--- src/hw/stats_pkg.sv ---
// Statistics path package with widths, counter types and APB request/response structs
package stats_pkg;

    // Increment sources, one per Ethernet quad
    localparam int STAT_PORTS = 2;
    localparam int STAT_PORT_W = (STAT_PORTS > 1) ? $clog2(STAT_PORTS) : 1;

    // Counter id, increment amount and accumulated total
    localparam int STAT_ID_W = 5;
    localparam int STAT_INC_W = 16;
    localparam int STAT_COUNT_W = 64;
    localparam int STAT_COUNTERS = 2 ** STAT_ID_W;

    // Host register port
    localparam int APB_ADDR_W = 8;
    localparam int APB_DATA_W = 32;

    typedef logic [STAT_PORT_W-1:0] stat_port_t;
    typedef logic [STAT_ID_W-1:0] stat_id_t;
    typedef logic [STAT_INC_W-1:0] stat_inc_t;
    typedef logic [STAT_COUNT_W-1:0] stat_count_t;

    typedef logic [APB_ADDR_W-1:0] apb_addr_t;
    typedef logic [APB_DATA_W-1:0] apb_data_t;

    // One tagged increment of 22 bits
    typedef struct packed {
        logic valid;
        stat_id_t id;
        stat_inc_t inc;
    } stat_req_t;

    typedef struct packed {
        logic psel;
        logic penable;
        logic pwrite;
        apb_addr_t paddr;
        apb_data_t pwdata;
    } apb_req_t;

    typedef struct packed {
        logic pready;
        apb_data_t prdata;
        logic pslverr;
    } apb_rsp_t;

    typedef enum logic [1:0] {
        APB_IDLE,
        APB_READ,
        APB_DONE
    } apb_state_t;

endpackage

--- src/hw/stat_apb_regs.sv ---
// APB slave that maps host reads onto counter-bank reads and returns 32-bit halves
`timescale 1ns/1ps

module stat_apb_regs (
    input  logic                   clk_125mhz,
    input  logic                   rst_n_i,
    input  stats_pkg::apb_req_t    apb_req_i,
    output stats_pkg::apb_rsp_t    apb_rsp_o,
    output logic                   rd_en_o,
    output stats_pkg::stat_id_t    rd_id_o,
    input  stats_pkg::stat_count_t rd_data_i
);

    stats_pkg::apb_state_t state_q;
    stats_pkg::stat_id_t   id_q;
    logic                  half_q;
    logic                  wr_q;
    logic                  setup;

    // Setup phase seen while idle
    assign setup = apb_req_i.psel && !apb_req_i.penable;

    always_ff @(posedge clk_125mhz or negedge rst_n_i) begin
        if (!rst_n_i) begin
            state_q <= stats_pkg::APB_IDLE;
            wr_q <= 1'b0;
        end else begin
            case (state_q)
                stats_pkg::APB_IDLE: begin
                    if (setup) begin
                        wr_q <= apb_req_i.pwrite;
                        // Writes skip the bank and finish next cycle
                        state_q <= apb_req_i.pwrite ? stats_pkg::APB_DONE
                                                    : stats_pkg::APB_READ;
                    end
                end
                stats_pkg::APB_READ: state_q <= stats_pkg::APB_DONE;
                default: state_q <= stats_pkg::APB_IDLE;
            endcase
        end
    end

    // Word address is id * 2 + half
    always_ff @(posedge clk_125mhz) begin
        if (state_q == stats_pkg::APB_IDLE && setup) begin
            id_q <= apb_req_i.paddr[3 +: stats_pkg::STAT_ID_W];
            half_q <= apb_req_i.paddr[2];
        end
    end

    assign rd_en_o = (state_q == stats_pkg::APB_READ);
    assign rd_id_o = id_q;

    always_comb begin
        apb_rsp_o.pready = (state_q == stats_pkg::APB_DONE);
        apb_rsp_o.pslverr = (state_q == stats_pkg::APB_DONE) && wr_q;
        apb_rsp_o.prdata = '0;
        if (state_q == stats_pkg::APB_DONE && !wr_q) begin
            apb_rsp_o.prdata = half_q ? rd_data_i[stats_pkg::APB_DATA_W +: stats_pkg::APB_DATA_W]
                                      : rd_data_i[0 +: stats_pkg::APB_DATA_W];
        end
    end

endmodule

--- config.mk ---
export PLATFORM = sky130hd
export DESIGN_NAME = stat_apb_regs
export DESIGN_NICKNAME = d
export VERILOG_FILES = /design/src/hw/stats_pkg.sv /design/src/hw/stat_apb_regs.sv
export SDC_FILE = /design/constraint.sdc
export NUM_CORES = 1
export LEC_CHECK = 0
export ABC_AREA = 1
export BUFFER_PORTS_ARGS = -buffer_cell sky130_fd_sc_hd__clkbuf_2
export CORE_UTILIZATION = 31
export DETAILED_ROUTE_END_ITERATION = 8
export PLACE_DENSITY = 0.88
export SYNTH_ARGS = -nofsm -noshare
export SYNTH_HDL_FRONTEND = slang
export SYNTH_SLANG_ARGS = --single-unit
--- constraint.sdc ---
create_clock -name clk_125mhz -period 3.3 [get_ports clk_125mhz]
set_input_delay 0.33 -clock clk_125mhz [delete_from_list [all_inputs] [get_ports clk_125mhz]]
set_output_delay 0.33 -clock clk_125mhz [all_outputs]
set_load 0.005 [all_outputs]
After elaboration in Yosys (flattened, before gate mapping)

Cells that the tools add are included.

Eq/ne operators: 3
Mux-type cells: 5
Divide/modulo/power cells: 0
$add $sub $neg: 0
Shift operators: 0
Bitwise gates (word level): 0
Reduce and logical (&&, ||, !) cells: 8
$lt $le $gt $ge: 0
$mul: 0

Operators by type and width:

| kind                                                                   | count |
|---|---|
| 32-bit 2-to-1 mux                                                      | 2 |
| 1-bit logical AND                                                      | 4 |
| 2-bit 2-to-1 mux                                                       | 2 |
| 2-bit one-hot mux with 2 select lines                                  | 1 |
| 2-bit by 1-bit equality test with 1-bit output (second input constant) | 1 |
| 2-bit equality test (second input constant)                            | 1 |
| 1-bit logical NOT                                                      | 2 |
| 2-bit logical NOT                                                      | 1 |
| 2-bit != test (second input constant)                                  | 1 |
| 2-bit AND reduction                                                    | 1 |

Output and inout bits: 40
Register bits after elaboration: 9
Bits of input ports: 109
Logic and storage cells: 20
ROM bits: 0
Memory bits (writable): 0
Memories kept: 0
Latch bits: 0

Depth between registers and ports, before layout

Depth after elaboration: 4
Gate-level depth with buffers: 5
Depth with buffers taken out: 5

Worst setup path before layout

OpenSTA, ideal clock, no wires.

Kind: reg2out
From: register half_q
To: output apb_rsp_o[10] (netlist name)
Data required time: 2.970 ns
Cell stages (with the launch flop): 6
Buffers on the path: 2
Data arrival time: 0.866 ns
Path slack: 2.104 ns
Path through: edfxtp_1 -> buf_6 -> clkinv_2 -> buf_4 -> nand2_1 -> a21oi_2

RTL lines:

| what                   | line                | RTL |
|---|---|---|
| from (decl)            | stat_apb_regs.sv:16 | `logic half_q;` |
| from (signal assigned) | stat_apb_regs.sv:47 | `half_q <= apb_req_i.paddr[2];` |
| to (decl)              | stat_apb_regs.sv:8  | `output stats_pkg::apb_rsp_t apb_rsp_o,` |

==> out/metrics.json <==
{
  "run_status": {
    "status": "finished with violations",
    "failing_checks": "DRC"
  },
  "synthesis": {
    "post_synth_instance_area_um2": 950.9,
    "synthMuxAreaShare_pct": 0,
    "yosys_register_bits": 9,
    "biggest_area_consumer_among_synthesized_cells": "a21oi_2",
    "complex_gate_fraction_of_the_synthesized_area_pct": 28.68,
    "yosys.area_share.adder_pct": 0,
    "yosys.area_share.simple_pct": 32.50,
    "combinational_family_with_the_most_area_after_synthesis": "simple AND/OR/NAND/NOR gates",
    "synth_seq_area_share_pct": 26.84,
    "syn_nets": 243,
    "synth_cells": 134,
    "synth.lib_cells_used.distinct": 13,
    "cell_types_occupying_the_most_area_after_synthesis": "a21oi_2 (28%), nand2_1 (27%), edfxtp_1 (19%)",
    "parity_gate_share_of_the_synthesized_area_counting_xor_and_xnor_cells_pct": 0,
    "synth.avg_cell_area_um2": 7.096,
    "yosysWarnings": 0,
    "synth.top_cell.area_share_pct": 27.63
  },
  "final_layout": {
    "syn_to_final_growth_pct": 59.34,
    "final_layout_size_suffix_gt1_share_pct": 61.89,
    "multi_input_comb_area_um2": 581.8,
    "regArea_um2": 255.2,
    "final_net_count": 354,
    "fillCellCount": 293,
    "antenna_cells_inserted": 0
  },
  "setup_path": {
    "crit_path_cell_trace": "nand3b_4 -> a21oi_1 -> clkbuf_2",
    "timing.critical_path.fanout_max": 32,
    "crit_buf_inv": 1,
    "req_time_crit_path_ns": 2.97,
    "worst_setup_path_start_kind": "flop",
    "crit_path_top_delay_cell": "nand3b_4",
    "worstPathArrival_ns": 1.65,
    "worst_path_dominant_cell_family": "simple AND/OR/NAND/NOR gates",
    "cpPeakStageDelay_ns": 0.50,
    "critPathKind": "reg -> out",
    "cp-end-kind": "output pin"
  },
  "clocking": {
    "tritoncts_clock_tree": "built",
    "clk_transition_reported_paths_ns": 0.07,
    "ctsHtreeMaxLevel": 1,
    "cts_num_sinks": 9,
    "cts_made_buffers": 3,
    "clk_latency_ns": 0.26,
    "clk_root_buffer_cell": "clkbuf_4",
    "clk_path_buf_depth": 2
  },
  "pwr": {
    "switchingPower_uw": 117.3,
    "max-vdd-ir-drop_v": 0.0002892,
    "power.share.sequential_pct": 37.4,
    "power_leakage_nw": 0.8631,
    "power.share.clock_pct": 24.2,
    "internal_power_uw": 237.6,
    "switching_portion_of_total_power_pct": 33.06,
    "combinational_power_share_pct": 38.4,
    "power_per_standard_cell_area_mw_per_mm2": 234.2
  },
  "global_route": {
    "antenna_found_initial": 0,
    "grt_pass1_wl_um": 4374,
    "grt_start_max_net_pins": 33,
    "grt_pass1_vias": 1093,
    "groute.usage.overall_pct": 16.47,
    "overall_overflow_remaining_after_global_route": 0
  },
  "placement": {
    "gp_congestion": 0.6539,
    "hpwlAfterDp_um": 2220,
    "numPortBuffers": 114
  },
  "sta": {
    "fmax_ghz": 0.5050,
    "timing_worst_slew_pin_value_ns": 0.5538,
    "min_period_over_period_pct": 60.00,
    "finalCriticalPeriod_ns": 1.980,
    "rsz_0062_raised_after_global_routing": "false",
    "timing.clock.skew_ns": 0.007517,
    "maxSlewHeadroom_pct": 63.08,
    "setup_viol_count_final": 0,
    "finalSetupTns_ns": 0,
    "final_max_slew_viol_count": 0,
    "whs_ns": 0.2373,
    "report.final.hold_viol_count": 0
  },
  "routing": {
    "via_per_inst": 4.527,
    "routed_wirelength_um": 2815,
    "initialDrtViolationCount": 53,
    "ant_nets": 0,
    "drt-pass1-iter-count": 6,
    "drcViolationCount": 9,
    "routed_wire_length_per_instance_um": 10.24,
    "dr_total_vias": 1245
  },
  "flow_run": {
    "drv_cap": 0
  },
  "hold_path": {
    "min-delay-path-class": "in -> reg"
  },
  "die": {
    "fp-row-count": 19,
    "core-area_mm2": 0.002829,
    "floorplan.die.width_um": 57.39,
    "die_height_um": 57.39,
    "design.die.area_mm2": 0.003293,
    "io_pins": 149,
    "start_util_pct": 33.61
  }
}
metrics by stage:
stage	util (%)	area, um2	instances	setup WS [ns]	total power [mW]
floorplan	-	950.9	134	2.104	0.2095
CTS	53.56	1515	275	1.309	0.3587
detailed placement	52.23	1478	270	1.600	0.2719
global route	53.56	1515	275	1.207	0.3799
global placement	52.23	1478	270	1.612	0.2683
finish	53.56	1515	275	1.320	0.3549
final cells by class:
cell class | instances | share of cell area, %
timing repair buffer | 116 | 38.81
multi-input combinational | 109 | 38.40
sequential | 9 | 16.85
tap | 31 | 2.560
inverter | 6 | 1.569
clock buffer | 3 | 1.486
clock inverter | 1 | 0.3303
registers in the layout, indices dropped and copies added (netlist names):
register and count:
rd_id_o 5, state_q 2, wr_q 1, half_q 1
cells in the mapped netlist (all sizes together):
cell type / count
dfrtp: 3
edfxtp: 6
nand3b: 1
a21oi: 32
nand2: 69
nor3: 1
nor2: 4
clkinv: 1
inv: 5
buf: 10
nand3: 2
worst paths after layout:
kind | startpoint | to | slack (ns) | cells after the start
max | state_q[0] | apb_rsp_o[32] | 1.32 | 3
min | apb_req_i[39] | rd_id_o[4] | 0.24 | 1
max reg2reg | state_q[1] | rd_id_o[3] | 2.09 | 3
min reg2reg | wr_q | wr_q | 0.50 | 2
max in group asynchronous | rst_n_i | wr_q | 2.78 | 2
min in group asynchronous | rst_n_i | state_q[0] | 0.39 | 2
power groups by stage:
stage / sequential, mW / clock (mW) / combinational (mW)
after global routing: 0.133 / 0.0931 / 0.153
after global placement: 0.135 / 0 / 0.134
after CTS: 0.133 / 0.0876 / 0.138
after detailed placement: 0.135 / 0 / 0.137
final: 0.133 / 0.0859 / 0.136
after floorplan: 0.134 / 0 / 0.0751
cells in the final DEF (no fill, tap or decap):
| cell type | instances |
|---|---|
| nand3b_4 | 1 |
| dlygate4sd3_1 | 1 |
| edfxtp_1 | 6 |
| nor2_1 | 4 |
| dfrtp_1 | 3 |
| inv_1 | 5 |
| clkbuf_4 | 3 |
| buf_4 | 1 |
| nand2_1 | 69 |
| clkbuf_2 | 114 |
| nor3_1 | 1 |
| nand3_1 | 2 |
| a21oi_2 | 30 |
| clkinv_2 | 2 |
| a21oi_1 | 2 |
metal layers:
metal  track usage (%)  routed length (um)  vias to the layer above
met1             16.25                1028                      530
met4             3.484                   8                        0
met2             34.72                1483                       65
met3             2.721                 294                        2
met5                 0                   0                        -
li1                  -                   -                      648
logic make-up (layout without fill, tap and decap cells):
| kind of cell | Yosys count | after routing |
|---|---|---|
| AND/OR/NAND/NOR | 77 | 77 |
| AO/OA/AOI/OAI | 32 | 32 |
| buffers and inverters | 16 | 126 |
| flip-flops | 9 | 9 |
repair_timing:
action,CTS,global route
resized for setup,0,0
hold endpoints to repair,3,0
setup endpoints to repair,0,0
hold buffers,1,0
setup buffers,0,0
No activity file was read; power rests on OpenSTA's default activity.
