File: src/hw/stats_pkg.sv
// Statistics path package with widths, counter types and APB request/response structs
package stats_pkg;

    // Increment sources, one per Ethernet quad
    localparam int STAT_PORTS = 2;
    localparam int STAT_PORT_W = (STAT_PORTS > 1) ? $clog2(STAT_PORTS) : 1;

    // Counter id, increment amount and accumulated total
    localparam int STAT_ID_W = 5;
    localparam int STAT_INC_W = 16;
    localparam int STAT_COUNT_W = 64;
    localparam int STAT_COUNTERS = 2 ** STAT_ID_W;

    // Host register port
    localparam int APB_ADDR_W = 8;
    localparam int APB_DATA_W = 32;

    typedef logic [STAT_PORT_W-1:0] stat_port_t;
    typedef logic [STAT_ID_W-1:0] stat_id_t;
    typedef logic [STAT_INC_W-1:0] stat_inc_t;
    typedef logic [STAT_COUNT_W-1:0] stat_count_t;

    typedef logic [APB_ADDR_W-1:0] apb_addr_t;
    typedef logic [APB_DATA_W-1:0] apb_data_t;

    // One tagged increment of 22 bits
    typedef struct packed {
        logic valid;
        stat_id_t id;
        stat_inc_t inc;
    } stat_req_t;

    typedef struct packed {
        logic psel;
        logic penable;
        logic pwrite;
        apb_addr_t paddr;
        apb_data_t pwdata;
    } apb_req_t;

    typedef struct packed {
        logic pready;
        apb_data_t prdata;
        logic pslverr;
    } apb_rsp_t;

    typedef enum logic [1:0] {
        APB_IDLE,
        APB_READ,
        APB_DONE
    } apb_state_t;

endpackage

File: src/hw/stat_counter_bank.sv
// Two-stage read-add-write bank of 64-bit statistics counters with a host read port
`timescale 1ns/1ps

module stat_counter_bank (
    input  logic                   clk_125mhz,
    input  logic                   rst_n_i,
    input  stats_pkg::stat_req_t   req_i,
    output logic                   ready_o,
    input  logic                   rd_en_i,
    input  stats_pkg::stat_id_t    rd_id_i,
    output stats_pkg::stat_count_t rd_data_o
);

    stats_pkg::stat_count_t cnt_q [stats_pkg::STAT_COUNTERS];

    logic                   en_q;
    logic                   accept;

    // Stage 1 holds the accepted increment while the counter is read
    logic                   s1_vld_q;
    stats_pkg::stat_id_t    s1_id_q;
    stats_pkg::stat_inc_t   s1_inc_q;
    stats_pkg::stat_count_t s1_base;
    stats_pkg::stat_count_t s1_sum;

    // Stage 2 holds the new total until it is written back
    logic                   s2_vld_q;
    stats_pkg::stat_id_t    s2_id_q;
    stats_pkg::stat_count_t s2_sum_q;

    stats_pkg::stat_count_t rd_data_q;

    // Host read steals the cycle from the increment path
    assign ready_o = en_q && !rd_en_i;
    assign accept = req_i.valid && ready_o;

    // Stage 2 not yet written, so take its sum for a matching id
    always_comb begin
        if (s2_vld_q && (s2_id_q == s1_id_q)) begin
            s1_base = s2_sum_q;
        end else begin
            s1_base = cnt_q[s1_id_q];
        end
        s1_sum = s1_base + stats_pkg::stat_count_t'(s1_inc_q);
    end

    always_ff @(posedge clk_125mhz or negedge rst_n_i) begin
        if (!rst_n_i) begin
            en_q <= 1'b0;
            s1_vld_q <= 1'b0;
            s2_vld_q <= 1'b0;
        end else begin
            en_q <= 1'b1;
            s1_vld_q <= accept;
            s2_vld_q <= s1_vld_q;
        end
    end

    always_ff @(posedge clk_125mhz) begin
        if (accept) begin
            s1_id_q <= req_i.id;
            s1_inc_q <= req_i.inc;
        end
        if (s1_vld_q) begin
            s2_id_q <= s1_id_q;
            s2_sum_q <= s1_sum;
        end
    end

    // Counter array written back from stage 2
    always_ff @(posedge clk_125mhz or negedge rst_n_i) begin
        if (!rst_n_i) begin
            for (int i = 0; i < stats_pkg::STAT_COUNTERS; i++) begin
                cnt_q[i] <= '0;
            end
        end else if (s2_vld_q) begin
            cnt_q[s2_id_q] <= s2_sum_q;
        end
    end

    // Read data one cycle after rd_en with the pending write-back included
    always_ff @(posedge clk_125mhz) begin
        if (rd_en_i) begin
            if (s2_vld_q && (s2_id_q == rd_id_i)) begin
                rd_data_q <= s2_sum_q;
            end else begin
                rd_data_q <= cnt_q[rd_id_i];
            end
        end
    end

    assign rd_data_o = rd_data_q;

endmodule

File: config.mk
export PLATFORM = sky130hd
export DESIGN_NAME = stat_counter_bank
export DESIGN_NICKNAME = d
export VERILOG_FILES = /design/src/hw/stats_pkg.sv /design/src/hw/stat_counter_bank.sv
export SDC_FILE = /design/constraint.sdc
export NUM_CORES = 2
export LEC_CHECK = 0
export BUFFER_PORTS_ARGS = -buffer_cell sky130_fd_sc_hd__buf_4
export CAP_MARGIN = 20
export CORE_ASPECT_RATIO = 1.2
export CORE_MARGIN = 1
export CORE_UTILIZATION = 52
export CTS_BUF_LIST = sky130_fd_sc_hd__clkbuf_2
export DETAILED_ROUTE_END_ITERATION = 16
export HOLD_SLACK_MARGIN = 0.03
export PLACE_DENSITY = 0.7
export SLEW_MARGIN = 5
export SYNTH_ARGS = -nofsm -noshare
export SYNTH_HDL_FRONTEND = slang
export SYNTH_SLANG_ARGS = --single-unit
File: constraint.sdc
create_clock -name clk_125mhz -period 5.7 [get_ports clk_125mhz]
set_input_delay 1.14 -clock clk_125mhz [delete_from_list [all_inputs] [get_ports clk_125mhz]]
set_output_delay 1.14 -clock clk_125mhz [all_outputs]
set_load 0.01 [all_outputs]
[Yosys cells after proc, flatten, opt, wreduce, memory -nomap -nowiden]
Cells that the tools add are included.
Storage, ports and cells
  memories kept: 0
  flip-flop bits (word level): 2205
  bits of input ports: 30
  memory bits (read-only): 0
  output and inout bits: 65
  latch bits: 0
  memory bits (writable): 0
  word-level logic and storage cells: 67
Operators by class
  muxes and demuxes: 11
  reduce and logical (&&, ||, !) cells: 6
  order comparisons: 4
  bitwise logic cells: 3
  shift operators: 0
  divide/modulo/power cells: 0
  $mul: 0
  $add $sub $neg: 1
  equal/unequal tests: 2
Operators by type and width (number)
  $bwmux 2048: 1
  $bmux 64 s5: 2
  $mux 64: 7
  $demux 64 s5: 1
  $add 64x16->64: 1
  $ge 6x6->1 const B: 3
  $not 5->6: 3
  $eq 5x5->1: 2
  $lt 6x1->1 const B: 1
  $logic_and 1x1->1: 5
  $logic_not 1->1: 1

[Logic depth before layout (Yosys ltp)]
  depth in word-level cells: 6
  depth in mapped cells: 24
  gate-level depth less buffers: 16

[Worst setup path after synthesis]
OpenSTA, ideal clock, no wires.
  path type: flip-flop to flip-flop
  start point: register s1_id_q[1]
  end point: register s2_sum_q[50], data pin
  data required time: 5429 ps
  cell stages (with the launch flop): 25
  clock period less this slack: 5747 ps
  arrival: 5476 ps
  setup slack: -47 ps
  cell sequence: edfxtp_1 > buf_6 > buf_12 > buf_12 > buf_4 > buf_2 > buf_4 > buf_2 > buf_2 > buf_1 > mux4_2 > mux4_2 > mux2i_1 > o21ai_0 > ha_1 > fa_1 > a211oi_1 > o21ai_0 > a41oi_1 > o21ai_0 > a31oi_1 > nor3_1 > nand4_1 > nor4_1 > xnor2_1
Between the ends
  longest elaborated chain between the ends: 6
  elaborated cells between the ends (all ways): 8
  classes of those cells: add/sub: 1; eq/ne: 1; mux: 4; bitwise: 1; reduce/logical: 1
RTL lines
  start, declared: line stat_counter_bank.sv:21  | stats_pkg::stat_id_t s1_id_q;
  start signal, assigned: line stat_counter_bank.sv:61  | s1_id_q <= req_i.id;
  $not 5->6 (not written as such): line stat_counter_bank.sv:42  | s1_base = cnt_q[s1_id_q];
  $bmux 64 s5: line stat_counter_bank.sv:42
  $mux 64 (not written as such) (2 in a row): line stat_counter_bank.sv:42
  $mux 64 (*): line stat_counter_bank.sv:39  | if (s2_vld_q && (s2_id_q == s1_id_q)) begin
  $add 64x16->64 (*): line stat_counter_bank.sv:44  | s1_sum = s1_base + stats_pkg::stat_count_t'(s1_inc_q);
  via s1_sum[50]: line stat_counter_bank.sv:24  | stats_pkg::stat_count_t s1_sum;
  end signal, assigned: line stat_counter_bank.sv:66  | s2_sum_q <= s1_sum;
  end, declared: line stat_counter_bank.sv:29  | stats_pkg::stat_count_t s2_sum_q;
Mark *: on every way through the listed nets, which the timed path passes. The rest lies on a longest branch. The select of a mux whose other input is x is not followed.
A chain may end at the register's enable or synchronous reset.

[Worst setup path in the final report]
  start point: register s1_id_q[0]
  end point: register s2_sum_q[46], data pin
The elaborated chain is that of the path after synthesis.

==> key figures <==
Die
  • Die H: 522 um
  • Core area: approximately 0.22 sq mm
  • Full die area: 0.227 sq mm
  • Io pins: 95
  • Initial Utilization: between 50% and 60%
  • FP Rows: 190
  • Die W: 435 um

Clock network
  • Clk root buf: clkbuf_2
  • Clk sink count: roughly 2200
  • Clk_lat worst skew: 2.00 ns
  • Clk slew on worst S/H paths: around 0.11 ns
  • Cts bufs inserted: 585
  • CTS tree: done
  • H-tree depth: 6
  • Longest Clk Path Bufs: 4
  • CTS-repair resized insts: 0

Route
  • DRC viols: 0
  • Total Routed Length: 358000 um
  • Avg WL per Cell: 32.9 um
  • Routed Antenna Nets: 0
  • Via Count: 73600
  • Vias per inst: 6.75
  • Number of detailed-route iterations in the first pass: 6
  • Starting DRT DRC Count: roughly 7300

Pwr
  • VDD IR max: between 200 and 250 uV
  • Pwr Density: 247 mW/mm^2
  • Leak: about 60 nW

Yosys
  • Yosys reg bits: ~2200
  • Mapped Area: 0.117 sq mm
  • Post-Synthesis Cells: 7255
  • Yosys warning count: 0
  • Syn Nets: 7302
  • Mean Syn Cell Area: 16.1 sq um
  • Asr flop ratio synth: 93.0%
  • EDFF count, synth: 154
  • Seq/Total Area, Yosys: 47.8%
  • Distinct cells, synth: 98
  • Prevailing post-synth register cell: dfrtp_1

Placement
  • Routability cong.: 0.841
  • Placed wire-length estimate: 198000 um
  • Worst slack at placement: 0.161 ns
  • Port Buffers: 94

Timing
  • Slack of the critical path: 0.140 ns
  • Setup violators final: 0
  • Max Freq: around 180 MHz
  • Clock Skew: 0.206 ns
  • Tmin final: between 5 and 6 ns
  • Worst Max-Slew Pin Slew: 1.36 ns
  • Slew Limit Fails: 0
  • Hold WS: 0.309 ns
  • Fin. Hold Viols: 0
  • Final worst path period share: 97.5%
  • Max_slew headroom: 9.61%

Setup path
  • Worst EP required: between 7 and 8 ns
  • CP Class: flop to flop
  • CP startpoint kind: flop
  • Data arrival, critical path: 7.21 ns
  • Slack of the worst reg-to-reg path: 0.14 ns
  • Crit path max fanout: 40
  • Worst flop-to-flop path endpoint: s2_sum_q[46]
  • Kind of end point of the critical path: flop
  • Cells on worst reg2reg path: 19
  • FF-to-FF Start: s1_id_q[0]

Global route
  • Grt met2 use: about half
  • Vias in the first global route: 77800
  • M1 GR Usage: ~43%
  • Total grt overflow: 0
  • First-pass GRT wire length: 531000 um
  • Largest net degree at the start of global routing: 149
  • GR Util met3: 6.71%
  • GR peak layer: met2
  • Initial antenna violation count: 9
  • All-Layer GR Usage: 31.9%

Min path
  • Hold_sp: rd_id_i[1]
  • Worst hold path type: input pin to flop
  • Hold EP: rd_data_o[16]
  • Hold Path Stages: 5

Final layout
  • Nets@finish: 7552
  • Share of layout cells above drive strength 1: ~57%
  • Fin util: 56.7%
  • Layout area overhead: 8.28%

Run
  • Max_cap viols: 0

Run status
  • Status: complete, no violations
[critical path: stages, from the launching register on]
cell and delay, ns:
edfxtp_1 0.45, buf_12 0.20, buf_12 0.31, mux4_2 0.55
mux4_2 0.47, mux2i_1 0.29, o21ai_0 0.24, fa_1 0.47
a211oi_1 0.33, o21ai_0 0.17, a41oi_1 0.25, buf_4 0.18
o21ai_0 0.26, a31oi_1 0.25, buf_4 0.20, nor3_1 0.06
nand4_1 0.14, buf_4 0.18, nor3_1 0.07, xnor2_1 0.16
[registers in the layout, indices dropped and copies added (netlist names)]
register   count
s1_id_q        5
s2_sum_q      64
s2_id_q        5
s1_vld_q       1
rd_data_o     64
s1_inc_q      16
s2_vld_q       1
en_q           1
cnt_q       2048
[cell families after synthesis]
| kind of cell | share of synthesized area, % |
|---|---|
| multiplexers | 44.2 |
| flip-flops | 47.8 |
| buffers and inverters | 3.43 |
| AND/OR/NAND/NOR | 1.90 |
| AO/OA/AOI/OAI | 2.00 |
| XOR/XNOR | 0.531 |
| adder cells (fa/ha/maj) | 0.188 |
| other | 0.00320 |
[synth_stat cells, drive strengths merged, types with 26 or more instances]
master	n	area share [%]
dfrtp	2051	44
mux4	1165	23
nor3	29	0.13
nand3	26	0.13
mux2	2060	20
mux2i	199	1.7
o22ai	26	0.15
and3	35	0.19
o21ai	103	0.44
a21oi	53	0.23
edfxtp	154	3.9
nor2	42	0.13
buf	194	1.4
nand2	203	0.65
a211oi	39	0.25
xnor2	53	0.40
clkbuf	553	2.0
[worst max-delay path by stage]
stage                    start      endpoint  slack, ns  cells past startpoint
floorplan           s1_id_q[0]  s2_sum_q[50]      0.006                     24
CTS                 s1_id_q[0]  s2_sum_q[46]       0.09                     18
global route        s1_id_q[0]  s2_sum_q[46]     -0.003                     19
finish              s1_id_q[0]  s2_sum_q[46]       0.14                     19
detailed placement  s1_id_q[0]  s2_sum_q[48]       0.16                     18
global placement    s1_id_q[0]  s2_sum_q[48]       0.05                     17
[through the flow]
stage	TNS, ns	std cells	area (sq um)	total power [W]
after detailed placement	0	9820	121000	0.0205
after floorplan	0	7255	117000	0.0193
after global routing	-0.00324	10900	127000	0.0327
after global placement	0	9815	121000	0.0204
after CTS	0	10900	126000	0.0316
final	0	10900	127000	0.0314
[power breakdown]
group          switching (W)  total (W)  internal, W
clock                0.00676     0.0111      0.00435
sequential          0.000555     0.0171       0.0165
combinational        0.00155    0.00322      0.00167
[final cells by class]
cell class	instances	area (sq um)
Tap cell	2976	3720
Inverter	13	55.1
Antenna cell	8	20.0
Multi-Input combinational cell	4288	57500
Timing Repair Buffer	412	4570
Clock inverter	122	672
Sequential cell	2205	56000
Clock buffer	875	4380
Fill cell	17600	96900
[placed cells by master (no fill, tap or decap), drive strengths merged, types with 6 or more instances in the layout]
master       synthesis  final
edfxtp             154    154
nand4                7      7
a22oi               22     22
xnor2               53     53
o211ai              11     11
nand2              203    203
o221ai              22     22
or3                  8      8
a211oi              39     39
a21oi               53     53
a221o               10     10
mux4              1165   1165
mux2              2060   2060
nor2b               11     11
nand3b               6      6
a21o                 8      8
dfrtp             2051   2051
a221oi              11     11
and3                35     35
ha                  16     16
xor2                18     18
nor3                29     29
o22ai               26     26
o32ai                7      7
and2                18     18
o21ai              103    103
nand3               26     26
buf                194    358
bufinv               0      7
nor2                42     42
inv                 12     25
clkbuf             553    879
nor4                22     22
dlygate4sd3          0     50
mux2i              199    199
diode                0      8
clkinv               1    101
[metal layers]
layer	part of all wire [%]	up-vias
li1	-	29300
met1	39	39900
met2	48	3556
met3	8.3	879
met4	4.3	6
met5	0.011	-
[timing repair]
| action | in CTS | in global routing |
|---|---|---|
| setup endpoints to repair | 0 | 5 |
| hold buffers | 51 | 0 |
| hold endpoints to repair | 2131 | 0 |
| buffers inserted | 0 | 1 |
No activity file was read; power rests on OpenSTA's default activity.
